===== config.mk =====
export PLATFORM = sky130hd
export DESIGN_NAME = decode_unit
export DESIGN_NICKNAME = d
export VERILOG_FILES = /design/src/design/mips_pkg.sv /design/src/design/decode_unit.sv
export SDC_FILE = /design/constraint.sdc
export NUM_CORES = 1
export LEC_CHECK = 0
export ABC_AREA = 0
export BUFFER_PORTS_ARGS = -buffer_cell sky130_fd_sc_hd__buf_2
export CORE_AREA = 2 2 131 133
export CTS_CLUSTER_DIAMETER = 120
export DETAILED_ROUTE_END_ITERATION = 8
export DIE_AREA = 0 0 133 135
export PLACE_DENSITY = 0.68
export SKIP_LAST_GASP = 1
export SLEW_MARGIN = 15
export SYNTH_ARGS = -nofsm -noshare
export SYNTH_HDL_FRONTEND = slang
export SYNTH_SLANG_ARGS = --single-unit

===== constraint.sdc =====
create_clock -name clk -period 3.36 [get_ports clk]
set_clock_uncertainty 0.15 [all_clocks]
set_input_delay 1.008 -clock clk [delete_from_list [all_inputs] [get_ports clk]]
set_output_delay 1.008 -clock clk [all_outputs]
set_load 0.05 [all_outputs]

===== src/design/mips_pkg.sv =====
`default_nettype none

package mips_pkg;

  typedef enum logic [5:0] {
    op_rtype = 6'h00,
    op_j     = 6'h02,
    op_jal   = 6'h03,
    op_beq   = 6'h04,
    op_bne   = 6'h05,
    op_addi  = 6'h08,
    op_ori   = 6'h0d,
    op_lui   = 6'h0f,
    op_lw    = 6'h23,
    op_sw    = 6'h2b,
    op_halt  = 6'h3f   // custom stop opcode
  } opcode_e;

  typedef enum logic [5:0] {
    fn_sll = 6'h00,
    fn_jr  = 6'h08,
    fn_add = 6'h20,
    fn_sub = 6'h22,
    fn_and = 6'h24,
    fn_or  = 6'h25,
    fn_slt = 6'h2a
  } funct_e;

  typedef enum logic [3:0] {
    alu_add, alu_sub, alu_and, alu_or, alu_slt, alu_sll, alu_pass_b
  } alu_op_e;

  typedef enum logic [1:0] {wb_alu, wb_mem, wb_lui} wb_src_e;

  typedef enum logic [1:0] {fwd_none, fwd_from_mem_wb, fwd_from_ex_mem} fwd_sel_e;

  typedef struct packed {
    logic        valid;
    logic [31:0] pc;
    logic [31:0] instr;
  } if_id_t;

  typedef struct packed {
    logic        valid;
    logic [31:0] pc;
    logic [4:0]  rs;
    logic [4:0]  rt;
    logic [4:0]  dest;
    logic [31:0] a;
    logic [31:0] b;
    logic [31:0] imm;       // already extended, lui pre-shifted
    alu_op_e     alu_op;
    logic        alu_src_imm;
    logic        link;      // jal writes pc+4
    logic        reg_write;
    logic        mem_read;
    logic        mem_write;
    wb_src_e     wb_src;
    logic        is_branch;
    logic        branch_ne;
    logic        is_jr;
    logic        is_halt;
  } id_ex_t;

  typedef struct packed {
    logic        valid;
    logic [31:0] pc;
    logic [31:0] alu_result;
    logic [31:0] store_data;
    logic [4:0]  dest;
    logic        reg_write;
    logic        mem_read;
    logic        mem_write;
    wb_src_e     wb_src;
    logic [15:0] upper_imm;
    logic        is_halt;
  } ex_mem_t;

  typedef struct packed {
    logic        valid;
    logic [31:0] pc;
    logic [31:0] wdata;
    logic [4:0]  dest;
    logic        reg_write;
    logic        is_store;
    logic [31:0] store_addr;
    logic [31:0] store_data;
    logic        is_halt;
  } mem_wb_t;

  typedef struct packed {
    logic        taken;
    logic [31:0] target;
  } redirect_t;

  typedef struct packed {
    logic [7:0]  addr;      // word index into imem
    logic [31:0] data;
  } load_word_t;

  typedef struct packed {
    logic [31:0] pc;
    logic        reg_write;
    logic [4:0]  dest;
    logic [31:0] wdata;
    logic        is_store;
    logic [31:0] store_addr;
    logic [31:0] store_data;
  } retire_t;

endpackage

`default_nettype wire


===== src/design/decode_unit.sv =====
`timescale 1ns/1ps
`default_nettype none

module decode_unit
  import mips_pkg::*;
(
  input  wire logic        clk,
  input  wire logic        rst_n,
  input  wire if_id_t      if_id,
  input  wire logic        stall,
  input  wire logic        flush,
  input  wire logic [31:0] rd_a,
  input  wire logic [31:0] rd_b,
  output logic [4:0]       rs,
  output logic [4:0]       rt,
  output id_ex_t           id_ex,
  output redirect_t        redirect_id
);

  opcode_e     opcode;
  funct_e      funct;
  logic [4:0]  rd;
  logic [15:0] imm16;
  logic [31:0] pc_plus4;
  id_ex_t      id_ex_d;

  assign opcode   = opcode_e'(if_id.instr[31:26]);
  assign funct    = funct_e'(if_id.instr[5:0]);
  assign rs       = if_id.instr[25:21];
  assign rt       = if_id.instr[20:16];
  assign rd       = if_id.instr[15:11];
  assign imm16    = if_id.instr[15:0];
  assign pc_plus4 = if_id.pc + 32'd4;

  always_comb begin
    id_ex_d       = '0;  // alu_add, wb_alu, no side effects
    id_ex_d.valid = if_id.valid && !stall && !flush;
    id_ex_d.pc    = if_id.pc;
    id_ex_d.rs    = rs;
    id_ex_d.rt    = rt;
    id_ex_d.a     = rd_a;
    id_ex_d.b     = rd_b;
    id_ex_d.imm   = {{16{imm16[15]}}, imm16};  // shamt sits in imm[10:6] for sll
    case (opcode)
      op_rtype: begin
        id_ex_d.dest      = rd;
        id_ex_d.reg_write = 1'b1;
        case (funct)
          fn_add: id_ex_d.alu_op = alu_add;
          fn_sub: id_ex_d.alu_op = alu_sub;
          fn_and: id_ex_d.alu_op = alu_and;
          fn_or:  id_ex_d.alu_op = alu_or;
          fn_slt: id_ex_d.alu_op = alu_slt;
          fn_sll: id_ex_d.alu_op = alu_sll;
          fn_jr: begin
            id_ex_d.is_jr     = 1'b1;
            id_ex_d.reg_write = 1'b0;
          end
          default: id_ex_d.reg_write = 1'b0;
        endcase
      end
      op_addi: begin
        id_ex_d.dest        = rt;
        id_ex_d.reg_write   = 1'b1;
        id_ex_d.alu_src_imm = 1'b1;
      end
      op_ori: begin
        id_ex_d.dest        = rt;
        id_ex_d.reg_write   = 1'b1;
        id_ex_d.alu_src_imm = 1'b1;
        id_ex_d.alu_op      = alu_or;
        id_ex_d.imm         = {16'h0, imm16};  // logical op, zero extend
      end
      op_lui: begin
        id_ex_d.dest        = rt;
        id_ex_d.reg_write   = 1'b1;
        id_ex_d.alu_src_imm = 1'b1;
        id_ex_d.alu_op      = alu_pass_b;  // keeps EX/MEM forwarding correct
        id_ex_d.imm         = {imm16, 16'h0};
        id_ex_d.wb_src      = wb_lui;
      end
      op_lw: begin
        id_ex_d.dest        = rt;
        id_ex_d.reg_write   = 1'b1;
        id_ex_d.mem_read    = 1'b1;
        id_ex_d.alu_src_imm = 1'b1;
        id_ex_d.wb_src      = wb_mem;
      end
      op_sw: begin
        id_ex_d.mem_write   = 1'b1;
        id_ex_d.alu_src_imm = 1'b1;
      end
      op_beq: id_ex_d.is_branch = 1'b1;
      op_bne: begin
        id_ex_d.is_branch = 1'b1;
        id_ex_d.branch_ne = 1'b1;
      end
      op_jal: begin
        id_ex_d.dest      = 5'd31;
        id_ex_d.reg_write = 1'b1;
        id_ex_d.link      = 1'b1;
      end
      op_halt: id_ex_d.is_halt = 1'b1;
      default: ;  // j and unknown opcodes carry no side effects
    endcase
  end

  assign redirect_id = '{
    taken:  if_id.valid && !stall && !flush && (opcode == op_j || opcode == op_jal),
    target: {pc_plus4[31:28], if_id.instr[25:0], 2'b00}
  };

  always_ff @(posedge clk) begin
    if (!rst_n) begin
      id_ex.valid <= 1'b0;
    end else begin
      id_ex <= id_ex_d;
    end
  end

endmodule

`default_nettype wire


* Yosys cells after proc, flatten, opt, wreduce, memory -nomap -nowiden
Cells that the tools add are included.
** Storage, ports and cells
- Bits in registers :: 159
** Operators by class
- Add/sub/neg operators :: 1
- Eq/ne operators :: 16
- Multiplexer cells :: 15
- Reduce and logical (&&, ||, !) cells :: 13
** Operator list (number)
- case mux 32 bit (2 select lines) :: 1
- equality test 6 bit, second input constant :: 8
- adder 32 x 3 -> 32 bit, second input constant :: 1
- equality test 6 x 4 -> 1 bit, second input constant :: 4
- case mux 3 bit (5 select lines) :: 1
- case mux 5 bit (3 select lines) :: 1
- equality test 6 x 2 -> 1 bit, second input constant :: 2
- equality test 6 x 3 -> 1 bit, second input constant :: 2
- zero test 6 bit :: 2
- case mux 4 bit (3 select lines) :: 1
- OR reduction 5 bit :: 2
- 2-to-1 mux 1 bit :: 9
- OR reduction 6 bit :: 1
- case mux 2 bit (2 select lines) :: 1
- OR reduction 4 bit :: 1
- logical AND 1 bit :: 3
- zero test 1 bit :: 2
- case mux 1 bit (2 select lines) :: 1
- OR reduction 2 bit :: 1
- logical OR 1 bit :: 1

* Depth between registers and ports, before layout
Gate-level depths: netlist of the first run.
- Depth after elaboration :: 4
- Depth in mapped cells :: 6
- Gate-level depth less buffers :: 5

* Worst setup path before layout of the first run
OpenSTA, ideal clock, no wires.
- Path type :: input to output
- Start :: input port if_id[30] (netlist bit)
- End :: output port redirect_id[32] (netlist bit)
- Cell stages on the path :: 4
- Setup slack :: -929 ps
- Required time :: 2202 ps
- Arrival :: 3131 ps
- Cell sequence :: buf_2 nor4_1 nand2_1 nor4b_1
** RTL lines
- start: declaration :: RTL line decode_unit.sv:9 : input wire if_id_t if_id,
- end: declaration :: RTL line decode_unit.sv:17 : output redirect_t redirect_id

==> out/metrics.cfg, run 1 <==
[run_status]
outcome = finished with violations
violations = setup timing

[worst_setup_path]
crit_type = input port to output port
crit_path_start_kind = input port
crit_required_ps = 2200
critPathMaxStageDelay_ps = 330
slowest_stage = nor4_2
arrival_ps = 2300
critical_path_peak_fanout = 3
critical_path.endpoint_type = output port
crit_path_cell_trace = buf_8 -> nand4_1 -> nor4_2 -> buf_4 -> nand3_1 -> xnor2_2 -> buf_6

[final_layout]
area_delta_synth_final_pct = 42.1
fin_nets = 764
largest_reg_flops = 158
drive_above_1_share_pct = 59.9
largest_register = id_ex
largestRegisters = id_ex (158)

[power]
leakage_nw = 3.57
vdd_ir_drop_max_v = 0.000303
finalPower_w = 0.00524
powerDensity_nw_per_um2 = 637

[clocking]
clock-root-buffer = clkbuf_16
cts_made_buffers = 17
clk_path_buf_depth = 2
cts.clk_slew.worst_paths_ps = 70
cts_setup_buffers = 0
tritoncts = done
h-tree-depth = 4
clkSinkCount = 158

[grt]
overflow = 0
grt_use_total_pct = 16.7
grt_busiest_layer = met2
grt_pass1_wl_mm = 22.7
grtUsageMet2_pct = 29.7
antenna_found_initial = 4
met3_usage_pct = 6.01
grtUsageMet1_pct = 17.8
grt_max_degree = 52
grt_pass1_vias = 4069

[sta]
period_share_pct = 103
report.final.slew_viol_count = 0
hold_viol = 0
whs_ps = 606
finalSetupViolCount = 4
period_minus_slack_ps = 3460
rsz0062_at_grt = true
fmax_mhz = 289
fin_ws_ps = -95.4

[routing]
wire_per_inst_um = 17.7
vias = 4008
vias_per_cell = 4.62
drc = 0
dr.pass1.iters = 4
routed_wl_mm = 15.3
first_iter_violations = 209
route.antenna.remaining_nets = 0

[yosys]
synthesis.area_um2 = 5790
yosysWarnings = 0
synth.distinct_cells = 38
seq_area_frac_synth_pct = 81.7
synth_cells = 313
ys_ff_latch = 158
avgSynthCellArea_um2 = 18.5

[floorplanning]
die_h_um = 135
die_area_um2 = 18000
dieWidth_um = 133
io_pins = 335
num_rows = 47
core_area_um2 = 16400
initial_utilization_pct = 35.3

[placed_design]
portBuffers = 331
dp_hpwl_mm = 11.8
place_congestion = 0.804

[min_path]
min_path_type = input port to register

[flow_run]
maxCapViolCount = 0

## cells in the final DEF (no fill, tap or decap), types with 2 or more instances in the layout
cell	count
a21o_1	15
a21oi_1	3
a221o_1	5
and2_1	18
and3_1	3
and4_1	2
buf_12	2
buf_2	321
buf_4	11
buf_6	8
clkbuf_16	17
clkinv_8	2
clkinvlp_4	2
conb_1	3
diode_2	3
edfxtp_1	157
inv_1	2
inv_6	5
inv_8	4
nand2_1	5
nand3_1	6
nand4_1	7
nor2_1	8
nor2b_1	2
nor3_1	3
nor4_1	2
nor4_2	2
o21a_1	2
or3_4	2
xnor2_2	3
## synthesized netlist by cell type
| master | count | area [um^2] |
|---|---|---|
| edfxtp_1 | 157 | 4710 |
| buf_4 | 40 | 300 |
| and2_1 | 18 | 113 |
| a21o_1 | 15 | 113 |
| nor2_1 | 8 | 30.0 |
| nand4_1 | 7 | 43.8 |
| nand3_1 | 6 | 30.0 |
| a221o_1 | 5 | 50.1 |
| nand2_1 | 5 | 18.8 |
| xnor2_1 | 5 | 43.8 |
| nor4_1 | 4 | 25.0 |
| a21oi_1 | 3 | 15.0 |
| and3_1 | 3 | 18.8 |
| buf_2 | 3 | 15.0 |
| clkbuf_1 | 3 | 11.3 |
| nor3_1 | 3 | 15.0 |
| and4_1 | 2 | 17.5 |
| inv_1 | 2 | 7.51 |
| nor2b_1 | 2 | 12.5 |
| nor4b_1 | 2 | 17.5 |
| o21a_1 | 2 | 15.0 |
| or3_4 | 2 | 22.5 |
| a21oi_2 | 1 | 8.76 |
| a41o_1 | 1 | 10.0 |
| and4b_1 | 1 | 10.0 |
| buf_6 | 1 | 11.3 |
| conb_1 | 1 | 3.75 |
| dfxtp_1 | 1 | 20.0 |
| nor3_2 | 1 | 10.0 |
| nor3b_1 | 1 | 7.51 |
| nor4bb_1 | 1 | 10.0 |
| o211ai_1 | 1 | 7.51 |
| o21ai_0 | 1 | 5.00 |
| o2bb2ai_1 | 1 | 8.76 |
| o31a_1 | 1 | 8.76 |
| o31ai_1 | 1 | 7.51 |
| or3_1 | 1 | 6.26 |
| or4_1 | 1 | 7.51 |
## repair_timing
action	4_1_cts	5_1_grt
cloned	0	0
pin swaps	6	4
endpoints found under the setup margin	4	5
resized for setup	14	2
hold buffers	0	0
## metrics by stage
stage / utilization, % / instances / worst slack [ps] / instance area (um^2) / setup TNS (ps)
final: 50.2 / 867 / -95.4 / 8230 / -270
after global routing: 50.2 / 867 / -185 / 8230 / -593
after CTS: 50.1 / 864 / -193 / 8210 / -513
after detailed placement: 46.2 / 832 / -268 / 7580 / -903
after global placement: 46.2 / 832 / -222 / 7580 / -720
after floorplan: - / 315 / 18.2 / 5860 / 0
## path summary, 6_finish.rpt
check	start	end	cells past startpoint
max	if_id[48]	redirect_id[28]	7
min	rd_a[17]	id_ex[96]	1
## cells by family (layout without fill, tap and decap cells)
family	count (synthesis)	count (layout)	share of synthesized area, %
buf+inv	49	378	5.96
flops	158	158	81.7
other cells	1	6	0.0647
simple gates	68	68	7.17
compound gates	32	32	4.30
xor+xnor	5	5	0.756
## report_power, final
group          internal [W]  total (W)  switching [W]
registers           0.00233    0.00237      0.0000372
clock network      0.000987    0.00184       0.000854
logic              0.000213    0.00103       0.000813
total               0.00353    0.00524        0.00170
## worst max-delay path: cells and delay by family
| kind | cells | cell delay, ps |
|---|---|---|
| xor+xnor | 1 | 200 |
| buf+inv | 3 | 460 |
| simple gates | 3 | 620 |
## layout make-up
cell class	instances	area (um^2)
inverters	2	7.51
well taps	220	275
clock buffers	17	425
multi-input cells	108	788
clock inverters	15	149
fillers	1410	8180
diodes	3	7.51
repair buffers	344	1840
flip-flops and latches	158	4730
## routing by layer
layer  part of all wire, %  wire, um  up-vias
met5                 0.085        13        -
met4                   3.2       490        2
met3                   8.4      1290       36
met2                    53      8150      236
met1                    35      5390     1925
li1                      -         -     1809
No activity file was read; power rests on OpenSTA's default activity.
==> inputs of run 2 (changes only) <==
- CORE_AREA: 2 2 131 133 -> unset
- CORE_MARGIN: unset -> 2
- CORE_UTILIZATION: unset -> 30
- DIE_AREA: 0 0 133 135 -> unset
- PLACE_DENSITY: 0.68 -> unset
==> out/metrics.cfg, run 2 (synthesized netlist as in run 1, its figures left out) <==
[final_layout]
final_cell_mix = buf_2 (321), edfxtp_1 (157), and2_1 (18)
seq_area_um2 = 4730  ; unchanged
largestRegisters = id_ex (158)
drive_above_1_share_pct = 60.0  ; +0.062 points
utilization_pct = 44.0  ; -6.2 points
largest_register = id_ex
stdcell_count = 908  ; +4.7%
final_area_um2 = 8290  ; +0.68%
fin_nets = 766  ; +0.26%
n_fill_cell = 1755  ; +24%
multi_input_area_um2 = 782  ; -0.79%
largest_reg_flops = 158  ; unchanged
area_delta_synth_final_pct = 43.1
final_common_cell = buf_2

[floorplanning]
die_h_um = 143  ; +5.9%
initial_utilization_pct = 30.8  ; -4.5 points
die_area_um2 = 20400  ; +14%
io_pins = 335  ; unchanged
core_area_um2 = 18800  ; +15%
num_rows = 50  ; +6.4%
dieWidth_um = 143  ; +7.5%

[worst_setup_path]
critPathMaxStageDelay_ps = 260  ; -70 ps
crit_required_ps = 2200  ; about the same
cp_num_buf_inv = 3  ; unchanged
slowest_stage = nor4_2
crit_path_cell_trace = buf_6 -> nand4_1 -> nor4_2 -> buf_4 -> nand4_1 -> xnor2_4 -> buf_6
critical_path.top_delay_family = simple AND/OR/NAND/NOR gates
arrival_ps = 2280  ; -20 ps
critical_path_peak_fanout = 4  ; +1
crit_path_start_kind = input port
critical_path.endpoint_type = output port
crit_type = input port to output port

[sta]
report.final.slew_viol_count = 0  ; unchanged
whs_ps = 618  ; +11.3 ps
rsz0062_at_grt = true
worstMarginPinSlew_ps = 526
hold_viol = 0  ; unchanged
fin_ws_ps = -77.2  ; +18.2 ps
period_minus_slack_ps = 3440  ; -18.2 ps
period_share_pct = 102  ; -0.54 points
max-slew-margin-rel_pct = 64.9
fmax_mhz = 291  ; +0.53%
finalSetupViolCount = 1  ; -3

[grt]
grt_pass1_vias = 3937  ; -3.2%
grt_use_total_pct = 14.2  ; -2.5 points
overflow = 0  ; unchanged
grt_pass1_wl_mm = 21.7  ; -4.2%
antenna_found_initial = 3  ; -1
grt_max_degree = 53  ; +1.9%

[routing]
vias = 3910  ; -2.4%
first_iter_violations = 169  ; -19%
drc = 0  ; unchanged
vias_per_cell = 4.31  ; -6.9%
dr.pass1.iters = 4  ; unchanged
route.antenna.remaining_nets = 0  ; unchanged
routed_wl_mm = 15.3  ; -0.49%
wire_per_inst_um = 16.8  ; -5.0%

[clocking]
cts_made_buffers = 17  ; unchanged
cts.clk_slew.worst_paths_ps = 70  ; about the same
tritoncts = done
clk_path_buf_depth = 2  ; unchanged
h-tree-depth = 4  ; unchanged
clkSinkCount = 158  ; unchanged
clock-root-buffer = clkbuf_16
hold_buffers = 0  ; unchanged

[flow_run]
maxCapViolCount = 0  ; unchanged

[run_status]
violations = setup timing
outcome = finished with violations

[placed_design]
dp_hpwl_mm = 11.6  ; -1.7%
portBuffers = 331  ; unchanged
dp_cells = 872  ; +4.8%
dpl-instance-area_um2 = 7630  ; +0.66%
place_congestion = 0.778  ; -3.2%

[power]
powerDensity_nw_per_um2 = 636  ; about the same
leakage_nw = 3.56  ; about the same
finalPower_w = 0.00527  ; +0.59%
vdd_ir_drop_max_v = 0.000319  ; +5.2%

[min_path]
min_path_type = input port to register

-- run 2: final timing paths --
kind	from	endpoint	slack, ps	cells after the start
worst min-delay path	rd_a[31]	id_ex[110]	620	1
worst max-delay path	if_id[55]	redirect_id[29]	-80	7
-- run 2: timing repair --
action                     in CTS  in global routing
gates resized for setup        12                  1
buffers inserted                1                  1
pin swaps                       3                  1
setup endpoints to repair       4                  5
-- run 2: per-stage QoR --
| step | setup WS, ps | TNS (ps) |
|---|---|---|
| after detailed placement | -257 | -552 |
| after global placement | -248 | -555 |
| final | -77.2 | -77.2 |
| after CTS | -151 | -195 |
| after floorplan | 18.2 | 0 |
| after global routing | -198 | -404 |
-- run 2: power breakdown --
group	switching, W	internal, W	total [W]	leakage [nW]
combinational	0.000810	0.000214	0.00102	1.76
clock	0.000831	0.00104	0.00187	0.266
sequential	0.0000363	0.00233	0.00237	1.54
total	0.00168	0.00359	0.00527	3.56
-- run 2: area by class of cell --
cell class,instances,area share [%]
inverters,2,0.0906
clock buffers,17,5.13
well taps,260,3.93
multi-input cells,108,9.44
flip-flops and latches,158,57.1
clock inverters,14,1.81
repair buffers,346,22.4
diodes,3,0.0906
-- run 2: per-layer routing --
layer | GRT usage, % | part of all wire (%) | vias up
met4 | 5.68 | 1.4 | 0
met3 | 4.43 | 8.0 | 14
met2 | 25.7 | 54 | 181
li1 | - | - | 1817
met5 | 0 | 0 | -
met1 | 15.5 | 36 | 1898
==> inputs of run 3 (changes only) <==
- CELL_PAD_IN_SITES_DETAIL_PLACEMENT: unset -> 0
- CELL_PAD_IN_SITES_GLOBAL_PLACEMENT: unset -> 2
- CORE_MARGIN: 2 -> 4
- PLACE_DENSITY_LB_ADDON: unset -> 0.1
==> out/metrics.cfg, run 3 (synthesized netlist as in run 1, its figures left out) <==
[worst_setup_path]
critical_path_peak_fanout = 3  ; -1
crit_path_start_kind = input port
crit_type = input port to output port
critPathMaxStageDelay_ps = 310  ; +50 ps
arrival_ps = 2290  ; about the same
critical_path.endpoint_type = output port
crit_required_ps = 2200  ; about the same
crit_path_cell_trace = buf_6 -> nand4_1 -> nor4_2 -> buf_4 -> nand4_1 -> xnor2_2 -> buf_6
slowest_stage = nor4_2

[final_layout]
n_fill_cell = 1751  ; -0.23%
fin_nets = 768  ; +0.26%
final_cell_mix = buf_2 (321), edfxtp_1 (157), and2_1 (18), buf_4 (18), clkbuf_16 (17)
largest_register = id_ex
area_delta_synth_final_pct = 44.2
largest_reg_flops = 158  ; unchanged
seq_area_um2 = 4730  ; unchanged
largestRegisters = id_ex (158)
final_common_cell = buf_2
multi_input_area_um2 = 807  ; +3.2%
drive_above_1_share_pct = 60.5  ; +0.49 points

[sta]
whs_ps = 614  ; -3.94 ps
period_minus_slack_ps = 3440  ; +7.33 ps
worstMarginPinSlew_ps = 619  ; +93.1 ps
fmax_mhz = 290  ; -0.21%
fin_ws_ps = -84.5  ; -7.33 ps
period_share_pct = 103  ; +0.22 points
rsz0062_at_grt = true
max-slew-margin-rel_pct = 58.6  ; -6.3 points
finalSetupViolCount = 3  ; +2
report.final.slew_viol_count = 0  ; unchanged
setup_tns_ps = -156  ; -78.6 ps
hold_viol = 0  ; unchanged

[floorplanning]
dieWidth_um = 147  ; +2.8%
die_h_um = 147  ; +2.8%
num_rows = 50  ; unchanged
core_area_um2 = 18800  ; unchanged
initial_utilization_pct = 30.8  ; unchanged
io_pins = 335  ; unchanged
die_area_um2 = 21600  ; +5.7%

[routing]
first_iter_violations = 156  ; -7.7%
route.antenna.remaining_nets = 0  ; unchanged
drc = 0  ; unchanged
vias_per_cell = 4.30  ; -0.22%
wire_per_inst_um = 18.9  ; +12%
routed_wl_mm = 17.2  ; +12%
vias = 3910  ; unchanged
dr.pass1.iters = 4  ; unchanged

[power]
leakage_nw = 3.61  ; +1.2%
vdd_ir_drop_max_v = 0.000363  ; +14%
powerDensity_nw_per_um2 = 649  ; +2.1%

[grt]
grt_pass1_wl_mm = 25.1  ; +16%
grt_max_degree = 55  ; +3.8%
grt_pass1_vias = 4064  ; +3.2%
antenna_found_initial = 2  ; -1
grt_use_total_pct = 15.5  ; +1.3 points
overflow = 0  ; unchanged

[clocking]
clkSinkCount = 158  ; unchanged
clk_path_buf_depth = 2  ; unchanged
cts_made_buffers = 17  ; unchanged
clock-root-buffer = clkbuf_16
tritoncts = done
h-tree-depth = 4  ; unchanged
cts.clk_slew.worst_paths_ps = 60  ; about the same

[flow_run]
maxCapViolCount = 0  ; unchanged

[placed_design]
dp_hpwl_mm = 13.5  ; +16%
place_congestion = 0.759  ; -2.4%
portBuffers = 331  ; unchanged

[run_status]
violations = setup timing
outcome = finished with violations

[min_path]
min_path_type = input port to register

-- run 3: report_power, final --
| part | internal (W) | switching (W) |
|---|---|---|
| sequential | 0.00233 | 0.0000336 |
| clock | 0.00120 | 0.000824 |
| combinational | 0.000211 | 0.000823 |
-- run 3: timing repair --
item                       4_1_cts  5_1_grt
hold buffers                     0        0
pin swaps                        3        3
setup endpoints to repair        4        5
resized for setup               15        2
buffers inserted                 0        1
-- run 3: layer usage --
layer  vias up  global-route usage, %  wire length [um]
li1       1821                      -                 -
met1      1871                   16.5              6090
met2       194                   27.4              9010
met3        24                   6.14              1580
met4         0                   6.34               470
met5         -                      0                 0
-- run 3: worst paths after layout --
check / start / end / depth (start not counted)
worst min-delay path: if_id[48] / id_ex[142] / 1
worst max-delay path: if_id[53] / redirect_id[31] / 7
-- run 3: critical path, delay by kind of cell --
family,cells,cell delay [ps]
XOR/XNOR,1,200
AND/OR/NAND/NOR,3,640
buffers and inverters,3,440
-- run 3: cell type report --
class,count,area share (%)
multi-input combinational,108,9.66
inverter,2,0.0899
timing repair buffer,348,22.2
sequential,158,56.7
clock inverter,15,2.35
antenna,2,0.0599
clock buffer,17,5.09
tap,260,3.89
-- run 3: through the flow --
step	cell area (um^2)	power [W]	cells	worst slack (ps)	util, %
global placement	7640	0.00345	875	-180	40.6
global route	8350	0.00564	910	-156	44.4
finish	8350	0.00542	910	-84.5	44.4
floorplan	5860	0.00314	315	18.2	-
detailed placement	7640	0.00345	875	-174	40.6
CTS	8340	0.00550	907	-77.4	44.3
